### config.mk
export PLATFORM = sky130hd
export DESIGN_NAME = ex_unit
export DESIGN_NICKNAME = d
export VERILOG_FILES = /design/src/ex_pkg.sv /design/src/ex_unit.sv /design/src/ex_writeback.sv /design/src/ex_lsu.sv /design/src/ex_csr.sv /design/src/ex_branch.sv /design/src/ex_alu.sv
export SDC_FILE = /design/constraint.sdc
export NUM_CORES = 2
export LEC_CHECK = 0
export ABC_AREA = 1
export BUFFER_PORTS_ARGS = -buffer_cell sky130_fd_sc_hd__buf_2
export CAP_MARGIN = 30
export CORE_MARGIN = 4
export CORE_UTILIZATION = 24
export CTS_CLUSTER_SIZE = 20
export DETAILED_ROUTE_END_ITERATION = 8
export GPL_ROUTABILITY_DRIVEN = 0
export PLACE_DENSITY = 0.51
export SYNTH_ARGS = -nofsm -noshare
export SYNTH_HDL_FRONTEND = slang
export SYNTH_SLANG_ARGS = --single-unit
### constraint.sdc
create_clock -name clk -period 5.8 [get_ports clk]
set_input_delay 1.16 -clock clk [delete_from_list [all_inputs] [get_ports clk]]
set_output_delay 1.16 -clock clk [all_outputs]
set_load 0.01 [all_outputs]
### src/ex_pkg.sv
package ex_pkg;

    //********************************************************************
    // widths and csr map
    //********************************************************************
    localparam int xlen       = 64;
    localparam int reg_idx_w  = 5;
    localparam int csr_addr_w = 12;

    localparam logic [csr_addr_w-1:0] csr_mtvec_addr   = 12'h305;
    localparam logic [csr_addr_w-1:0] csr_mepc_addr    = 12'h341;
    localparam logic [csr_addr_w-1:0] csr_mcause_addr  = 12'h342;
    localparam logic [csr_addr_w-1:0] csr_mstatus_addr = 12'h300;

    // mpp = machine, plus uxl/sxl fields
    localparam logic [xlen-1:0] mstatus_reset = 64'h0000_000a_0000_1800;
    localparam logic [xlen-1:0] cause_ecall_m = 64'd11;

    typedef logic [xlen-1:0] word_t;

    // decoded operation, op_nop must stay at code 0
    typedef enum logic [5:0] {
        op_nop, op_alu, op_aluw, op_lui, op_jal, op_jalr,
        op_beq, op_bne, op_blt, op_bge, op_bltu, op_bgeu,
        op_lb, op_lh, op_lw, op_lbu, op_lhu, op_lwu, op_ld,
        op_sb, op_sh, op_sw, op_sd,
        op_csrrw, op_csrrs, op_ecall, op_mret
    } op_t;

    // alu codes as used by decode
    typedef enum logic [3:0] {
        alu_add  = 4'd0,
        alu_sub  = 4'd1,
        alu_slt  = 4'd2,
        alu_sltu = 4'd3,
        alu_and  = 4'd4,
        alu_or   = 4'd6,
        alu_xor  = 4'd7,
        alu_sll  = 4'd8,
        alu_srl  = 4'd9,
        alu_sra  = 4'd10
    } alu_mode_t;

    //********************************************************************
    // instruction word views
    //********************************************************************
    typedef struct packed {
        logic [11:0]          imm;
        logic [reg_idx_w-1:0] rs1;
        logic [2:0]           funct3;
        logic [reg_idx_w-1:0] rd;
        logic [6:0]           opcode;
    } inst_i_t;

    typedef struct packed {
        logic [6:0]           imm_hi;
        logic [reg_idx_w-1:0] rs2;
        logic [reg_idx_w-1:0] rs1;
        logic [2:0]           funct3;
        logic [4:0]           imm_lo;
        logic [6:0]           opcode;
    } inst_s_t;

    // raw slices for b, j and u immediates
    typedef struct packed {
        logic       b31;
        logic [5:0] b30_25;
        logic [3:0] b24_21;
        logic       b20;
        logic [7:0] b19_12;
        logic [3:0] b11_8;
        logic       b7;
        logic [6:0] opcode;
    } inst_raw_t;

    typedef union packed {
        inst_i_t   i;
        inst_s_t   s;
        inst_raw_t raw;
    } inst_u;

    // immediates, all sign extended from bit 31
    function automatic word_t imm_i(inst_u inst);
        return {{(xlen-12){inst.i.imm[11]}}, inst.i.imm};
    endfunction

    function automatic word_t imm_s(inst_u inst);
        return {{(xlen-12){inst.s.imm_hi[6]}}, inst.s.imm_hi, inst.s.imm_lo};
    endfunction

    function automatic word_t imm_b(inst_u inst);
        return {{(xlen-13){inst.raw.b31}}, inst.raw.b31, inst.raw.b7,
                inst.raw.b30_25, inst.raw.b11_8, 1'b0};
    endfunction

    function automatic word_t imm_j(inst_u inst);
        return {{(xlen-21){inst.raw.b31}}, inst.raw.b31, inst.raw.b19_12,
                inst.raw.b20, inst.raw.b30_25, inst.raw.b24_21, 1'b0};
    endfunction

    function automatic word_t imm_u(inst_u inst);
        return {{(xlen-32){inst.raw.b31}}, inst.raw.b31, inst.raw.b30_25,
                inst.raw.b24_21, inst.raw.b20, inst.raw.b19_12, 12'b0};
    endfunction

    //********************************************************************
    // stage ports
    //********************************************************************
    typedef struct packed {
        logic      valid;
        word_t     pc;
        inst_u     inst;
        op_t       op;
        alu_mode_t alu_mode;
        word_t     opnd_a;
        word_t     opnd_b;
        word_t     rs1_val;
        word_t     rs2_val;
    } issue_t;

    typedef struct packed {
        logic       ren;
        logic       wen;
        word_t      addr;
        word_t      wdata;
        logic [7:0] wmask;
    } mem_req_t;

    typedef struct packed {
        logic                 wen;
        logic [reg_idx_w-1:0] id;
        word_t                value;
    } rd_write_t;

    typedef struct packed {
        logic  valid;
        word_t target;
    } redirect_t;

endpackage
### src/ex_unit.sv
`timescale 1ns/10ps

module ex_unit (
    input  logic              clk,
    input  logic              rst,
    input  ex_pkg::issue_t    issue_in,
    input  ex_pkg::word_t     mem_rdata,
    output ex_pkg::word_t     dnpc,
    output logic              pc_update,
    output ex_pkg::word_t     pc_out,
    output ex_pkg::inst_u     inst_out,
    output ex_pkg::rd_write_t rd_wr,
    output ex_pkg::mem_req_t  mem_req
);
    import ex_pkg::*;

    //********************************************************************
    // issue register
    //********************************************************************
    issue_t    issue_next;
    issue_t    cur;
    word_t     alu_result;
    word_t     alu_word;
    word_t     csr_rdata;
    word_t     load_value;
    redirect_t trap;

    // a bubble from decode turns into a nop here
    always_comb begin
        issue_next = issue_in;
        if (!issue_in.valid) begin
            issue_next.op = op_nop;
        end
    end

    always_ff @(posedge clk) begin
        if (rst) begin
            cur <= '0;
        end else begin
            cur <= issue_next;
        end
    end

    // any real op moves the pc
    assign pc_update = (cur.op != op_nop);
    assign pc_out    = cur.pc;
    assign inst_out  = cur.inst;

    //********************************************************************
    // units
    //********************************************************************
    ex_alu u_alu (
        .cur        (cur),
        .alu_result (alu_result),
        .alu_word   (alu_word)
    );

    ex_branch u_branch (
        .cur        (cur),
        .alu_result (alu_result),
        .trap       (trap),
        .dnpc       (dnpc)
    );

    ex_csr u_csr (
        .clk        (clk),
        .rst        (rst),
        .cur        (cur),
        .csr_rdata  (csr_rdata),
        .trap       (trap)
    );

    ex_lsu u_lsu (
        .cur        (cur),
        .alu_result (alu_result),
        .mem_rdata  (mem_rdata),
        .mem_req    (mem_req),
        .load_value (load_value)
    );

    ex_writeback u_writeback (
        .cur        (cur),
        .alu_result (alu_result),
        .alu_word   (alu_word),
        .load_value (load_value),
        .csr_rdata  (csr_rdata),
        .rd_wr      (rd_wr)
    );

endmodule

### src/ex_writeback.sv
`timescale 1ns/10ps

module ex_writeback (
    input  ex_pkg::issue_t    cur,
    input  ex_pkg::word_t     alu_result,
    input  ex_pkg::word_t     alu_word,
    input  ex_pkg::word_t     load_value,
    input  ex_pkg::word_t     csr_rdata,
    output ex_pkg::rd_write_t rd_wr
);
    import ex_pkg::*;

    // x0 filtering is left to the register file
    assign rd_wr.id = cur.inst.i.rd;

    always_comb begin
        rd_wr.wen   = 1'b1;
        rd_wr.value = '0;
        case (cur.op)
            op_alu:  rd_wr.value = alu_result;
            op_aluw: rd_wr.value = alu_word;
            op_lui:  rd_wr.value = imm_u(cur.inst);
            // link address
            op_jal, op_jalr: begin
                rd_wr.value = cur.pc + 64'd4;
            end
            op_lb, op_lh, op_lw, op_lbu, op_lhu, op_lwu, op_ld: begin
                rd_wr.value = load_value;
            end
            // old csr value goes to rd
            op_csrrw, op_csrrs: begin
                rd_wr.value = csr_rdata;
            end
            default: rd_wr.wen = 1'b0;
        endcase
    end

endmodule

### src/ex_lsu.sv
`timescale 1ns/10ps

module ex_lsu (
    input  ex_pkg::issue_t   cur,
    input  ex_pkg::word_t    alu_result,
    input  ex_pkg::word_t    mem_rdata,
    output ex_pkg::mem_req_t mem_req,
    output ex_pkg::word_t    load_value
);
    import ex_pkg::*;

    logic       is_load;
    logic       is_store;
    logic [5:0] lane_shift;
    logic [7:0] size_mask;
    word_t      size_bits;
    word_t      lane_data;

    assign is_load    = cur.op inside {op_lb, op_lh, op_lw, op_lbu, op_lhu, op_lwu, op_ld};
    assign is_store   = cur.op inside {op_sb, op_sh, op_sw, op_sd};
    // byte offset inside the doubleword, in bits
    assign lane_shift = {alu_result[2:0], 3'b000};

    //********************************************************************
    // store side
    //********************************************************************
    always_comb begin
        case (cur.op)
            op_sb:   size_mask = 8'h01;
            op_sh:   size_mask = 8'h03;
            op_sw:   size_mask = 8'h0f;
            op_sd:   size_mask = 8'hff;
            default: size_mask = 8'h00;
        endcase
    end

    // expand byte mask to bits so unused rs2 bytes stay zero
    always_comb begin
        for (int i = 0; i < 8; i++) begin
            size_bits[i*8 +: 8] = {8{size_mask[i]}};
        end
    end

    assign mem_req.ren   = is_load;
    assign mem_req.wen   = is_store;
    assign mem_req.addr  = (is_load || is_store) ? alu_result : '0;
    assign mem_req.wdata = (cur.rs2_val & size_bits) << lane_shift;
    assign mem_req.wmask = size_mask << alu_result[2:0];

    //********************************************************************
    // load side
    //********************************************************************
    assign lane_data = mem_rdata >> lane_shift;

    always_comb begin
        case (cur.op)
            op_lb:   load_value = {{(xlen-8){lane_data[7]}}, lane_data[7:0]};
            op_lh:   load_value = {{(xlen-16){lane_data[15]}}, lane_data[15:0]};
            op_lw:   load_value = {{(xlen-32){lane_data[31]}}, lane_data[31:0]};
            op_lbu:  load_value = {{(xlen-8){1'b0}}, lane_data[7:0]};
            op_lhu:  load_value = {{(xlen-16){1'b0}}, lane_data[15:0]};
            op_lwu:  load_value = {{(xlen-32){1'b0}}, lane_data[31:0]};
            op_ld:   load_value = lane_data;
            default: load_value = '0;
        endcase
    end

endmodule

### src/ex_csr.sv
`timescale 1ns/10ps

module ex_csr (
    input  logic              clk,
    input  logic              rst,
    input  ex_pkg::issue_t    cur,
    output ex_pkg::word_t     csr_rdata,
    output ex_pkg::redirect_t trap
);
    import ex_pkg::*;

    word_t                 mtvec;
    word_t                 mepc;
    word_t                 mcause;
    word_t                 mstatus;
    logic [csr_addr_w-1:0] csr_addr;
    logic                  csr_wen;
    word_t                 csr_wdata;

    // csr number sits in the i-type immediate
    assign csr_addr = cur.inst.i.imm;

    always_comb begin
        case (csr_addr)
            csr_mtvec_addr:   csr_rdata = mtvec;
            csr_mepc_addr:    csr_rdata = mepc;
            csr_mcause_addr:  csr_rdata = mcause;
            csr_mstatus_addr: csr_rdata = mstatus;
            default:          csr_rdata = '0;
        endcase
    end

    assign csr_wen   = (cur.op == op_csrrw) || (cur.op == op_csrrs);
    // csrrs sets bits, csrrw replaces
    assign csr_wdata = (cur.op == op_csrrs) ? (csr_rdata | cur.rs1_val) : cur.rs1_val;

    //********************************************************************
    // csr state, written at the end of the output cycle
    //********************************************************************
    always_ff @(posedge clk) begin
        if (rst) begin
            mtvec   <= '0;
            mepc    <= '0;
            mcause  <= '0;
            mstatus <= mstatus_reset;
        end else begin
            if (csr_wen) begin
                case (csr_addr)
                    csr_mtvec_addr:   mtvec   <= csr_wdata;
                    csr_mepc_addr:    mepc    <= csr_wdata;
                    csr_mcause_addr:  mcause  <= csr_wdata;
                    csr_mstatus_addr: mstatus <= csr_wdata;
                    default: ;
                endcase
            end
            // ecall saves its own pc
            if (cur.op == op_ecall) begin
                mepc   <= cur.pc;
                mcause <= cause_ecall_m;
            end
        end
    end

    // trap entry and return
    assign trap.valid  = (cur.op == op_ecall) || (cur.op == op_mret);
    assign trap.target = (cur.op == op_ecall) ? mtvec : mepc;

endmodule

### src/ex_branch.sv
`timescale 1ns/10ps

module ex_branch (
    input  ex_pkg::issue_t    cur,
    input  ex_pkg::word_t     alu_result,
    input  ex_pkg::redirect_t trap,
    output ex_pkg::word_t     dnpc
);
    import ex_pkg::*;

    word_t snpc;
    word_t btarget;
    logic  res_zero;
    logic  res_neg;

    assign snpc     = cur.pc + 64'd4;
    assign btarget  = cur.pc + imm_b(cur.inst);
    // beq/bne/blt/bge look at rs1 - rs2 from the alu
    assign res_zero = (alu_result == '0);
    assign res_neg  = alu_result[xlen-1];

    always_comb begin
        if (trap.valid) begin
            dnpc = trap.target;
        end else begin
            case (cur.op)
                op_jal:  dnpc = alu_result;
                op_jalr: dnpc = {alu_result[xlen-1:1], 1'b0};
                op_beq:  dnpc = res_zero ? btarget : snpc;
                op_bne:  dnpc = !res_zero ? btarget : snpc;
                op_blt:  dnpc = res_neg ? btarget : snpc;
                op_bge:  dnpc = !res_neg ? btarget : snpc;
                // unsigned forms compare the raw sources
                op_bltu: dnpc = (cur.rs1_val < cur.rs2_val) ? btarget : snpc;
                op_bgeu: dnpc = (cur.rs1_val >= cur.rs2_val) ? btarget : snpc;
                default: dnpc = snpc;
            endcase
        end
    end

endmodule

### src/ex_alu.sv
`timescale 1ns/10ps

module ex_alu (
    input  ex_pkg::issue_t cur,
    output ex_pkg::word_t  alu_result,
    output ex_pkg::word_t  alu_word
);
    import ex_pkg::*;

    word_t      a;
    word_t      b;
    logic [5:0] shamt;

    // operands were already picked by decode
    assign a     = cur.opnd_a;
    assign b     = cur.opnd_b;
    assign shamt = b[5:0];

    always_comb begin
        case (cur.alu_mode)
            alu_add:  alu_result = a + b;
            alu_sub:  alu_result = a - b;
            // compares give 0 or 1
            alu_slt:  alu_result = {{(xlen-1){1'b0}}, $signed(a) < $signed(b)};
            alu_sltu: alu_result = {{(xlen-1){1'b0}}, a < b};
            alu_and:  alu_result = a & b;
            alu_or:   alu_result = a | b;
            alu_xor:  alu_result = a ^ b;
            alu_sll:  alu_result = a << shamt;
            alu_srl:  alu_result = a >> shamt;
            alu_sra:  alu_result = $signed(a) >>> shamt;
            default:  alu_result = '0;
        endcase
    end

    // low word, sign extended for the *w forms
    assign alu_word = {{(xlen-32){alu_result[31]}}, alu_result[31:0]};

endmodule

==> run summary <==
CTS tree: yes
Fmax: 160 MHz
Fin Setup TNS: -36.25 ns
Mapped cell area: 0.0654 mm²
Crit Path Max Fanout: 8
Die ar.: 0.281 mm²
Die Wd: 530 µm
Depth of the CTS H-tree: 3
Status: finished, violations left
Number of buffers created by CTS: 86
Num ports: 798
Crit path DAT: 5.09 ns
Post-Synthesis Cells: 11900
Synth cell count leaders: nand2_1, inv_1, nand3_1
Worst Tran Pin Value: 1.22 ns
Fin. Hold Viols: 0
Routed via count: 92900
Top-count cell post-synth: nand2_1
Leading cell types by total area after synthesis: dfxtp_1, nand2_1, nand3_1
DR WL/cell: 29.1 µm
Final setup fails: 172
Critical Path End Type: output pin
Via-per-instance ratio: 5.51
EDFF count, synth: 0
Design area: 0.0902 mm²
Synth unique cells: 58
Chip Height: 530 µm
Failing checks: DRC, setup timing
GR Util All Layers: 33.0%
Root Buffer: clkbuf_16
RSZ-0062 raised after global routing: yes
Number of DRC markers in iteration 0: 14900
Clock power share: 32.0%
Max-cap violations: 0
Psw: 0.00787 W
# rows: 191
Dpl cell area: 0.0784 mm²
Overflow after GRT: 0
Starting Density: 24.1%
Antenna-violating nets left: 0
Number of global-route vias before repair: 82100
Max Clock Skew: 0.0960 ns
Mean post-synth cell area: 5.50 µm²
Port Buffers: 797
Residual DRC: 44
Final core occ: 33.3%
Logic pwr share: 42.3%
Reg clk slew, reported paths: 0.07 ns
Ys async rst share: 0%
FILL cells: 30700
Num Clock Sinks: 618
DR pass1 iterations: 9
Seq cells post-synth: 618
Startpoint types: register
Crit path time final: 6.25 ns
First-pass GRT wire length: 653000 µm
Area fraction of the dominant cell type after synthesis: 18.9%
Worst skew pair latency: 0.85 ns
Register area share after synthesis: 18.9%
Final Max Slew Viols: 0
Layout cells sized above 1: 24.8%
Switching Fraction: 43.5%
Largest net degree at the start of global routing: 156
HPWL after DPL: 388000 µm
Antenna violations before repair: 108
Synth area leader: dfxtp_1
Period utilisation layout: 108%
CORE AREA: 0.271 mm²
Internal: 0.0102 W
Syn_nets: 12700
Clock Path Buffers: 4
Worst vdd ir: 0.187 mV
Finished Layout Cells: 16800
Placed Cells: 16500
Kind of critical path: reg2out
Worst rel slew slack: 18.1%
Yosys warns: 0
Routed Wire Length: 490000 µm
Leak: 46.0 nW
Final Worst Setup Slack: -0.447 ns
Prevailing post-synth register cell: dfxtp_1
Register share of total power: 25.7%
Power density over cell area: 201 mW/mm²
Worst Hold Slack: 0.493 ns
Worst min path class: reg2reg
NumNets Final: 13900
Area growth syn-to-layout: 37.8%
Critical path required time: 4.64 ns
-- placed cells by master (no fill, tap or decap), drive strengths merged, types with 6 or more instances in the layout --
cell type | netlist | layout
nand2 | 3050 | 3051
inv | 2054 | 2061
buf | 313 | 1844
nand3 | 1568 | 1568
nor2 | 1191 | 1191
a21oi | 736 | 736
o21ai | 650 | 650
dfxtp | 618 | 618
ha | 324 | 324
o22ai | 152 | 152
clkbuf | 377 | 128
nor3 | 105 | 105
nand4 | 104 | 104
a31oi | 99 | 99
xor2 | 73 | 73
o211ai | 67 | 67
diode | 0 | 49
a21o | 48 | 48
a221oi | 47 | 47
o21bai | 45 | 45
a221o | 37 | 37
o221ai | 31 | 31
xnor2 | 29 | 29
a211oi | 28 | 28
nor4 | 26 | 26
o2111ai | 26 | 26
clkinv | 8 | 23
o21a | 16 | 16
or2 | 11 | 11
a22oi | 10 | 10
bufinv | 0 | 9
and2 | 8 | 8
a21boi | 8 | 8
o31ai | 8 | 8
clkinvlp | 0 | 7
nand3b | 6 | 6
o32ai | 6 | 6
-- power groups by stage --
stage	combinational, W	sequential, W	clock, W
global placement	0.00613	0.00471	0
floorplan	0.00296	0.00457	0
finish	0.00766	0.00465	0.00579
CTS	0.00675	0.00462	0.00583
detailed placement	0.00612	0.00471	0
global route	0.00790	0.00464	0.00598
-- cell families after synthesis --
family	count (synthesis)	share of synthesized area [%]
and+or+nand+nor	6079	38.8
DFF	618	18.9
adders and majority gates	327	6.29
AOI/OAI and AO/OA	2023	17.8
xor gates and xnor gates	102	1.37
buffers and inverters	2752	16.8
-- flip-flops by register name, indices dropped and copies added (netlist names) --
| signal | count |
|---|---|
| inst_out | 32 |
| pc_out | 64 |
| u_csr.mstatus | 64 |
| u_csr.mepc | 64 |
| cur | 266 |
| u_csr.mcause | 64 |
| u_csr.mtvec | 64 |
-- final cells by class --
type                    instances  area (µm²)  area share (%)
diodes                         49         123           0.136
multi-input cells            8532       47900            53.1
clock inverters                38         505           0.561
inverters                    2062        7790            8.64
flip-flops and latches        618       12500            13.9
clock buffers                 113        2430            2.70
well taps                    3570        4470            4.95
repair buffers               1861       14400            16.0
-- worst max-delay path: stages (launching register included) --
cell      delay [ns]
dfxtp_4         0.41
buf_6           0.13
inv_6           0.07
buf_16          0.17
ha_2            0.20
nand2_2         0.09
nor2_1          0.05
nand2_1         0.09
inv_2           0.07
a221oi_4        0.50
nand3_4         0.25
nor2_4          0.17
buf_6           0.14
nand2_8         0.09
buf_6           0.14
nand2_1         0.06
o21ai_2         0.08
o22ai_2         0.14
inv_2           0.08
nand4_4         0.09
nand2_2         0.08
buf_6           0.12
nor2_4          0.18
buf_12          0.15
buf_16          0.13
o211ai_1        0.30
buf_2           0.27
-- metal layers --
metal	global-route usage, %	part of all wire [%]
met5	0.222	0.12
met4	26.0	11
met3	13.6	15
met2	44.0	37
met1	41.2	37
-- per-stage QoR --
step | power (W) | setup slack (ns)
after floorplan | 0.00752 | 0.712
after global placement | 0.0108 | -0.192
after detailed placement | 0.0108 | -0.186
after CTS | 0.0172 | -0.263
after global routing | 0.0185 | -0.427
final | 0.0181 | -0.447
-- worst paths after layout --
path	from	end	slack (ns)	depth (start not counted)
worst max-delay path	cur[128]$_SDFF_PP0_	rd_wr[33]	-0.45	26
worst min-delay path	u_csr.mstatus[33]$_SDFFE_PP1P_	u_csr.mstatus[33]$_SDFFE_PP1P_	0.49	2
worst max register to register	cur[264]$_SDFF_PP0_	u_csr.mcause[6]$_SDFFE_PP0P_	1.96	13
worst min register to register	u_csr.mstatus[33]$_SDFFE_PP1P_	u_csr.mstatus[33]$_SDFFE_PP1P_	0.49	2
-- what timing repair did --
item	in CTS	in global routing
hold endpoints to repair	0	0
cloned	14	10
pin swaps	175	200
endpoints found under the setup margin	199	197
setup buffers	77	64
resized for setup	1087	752
hold buffers	0	0
Power figures use the tool's default switching activity.
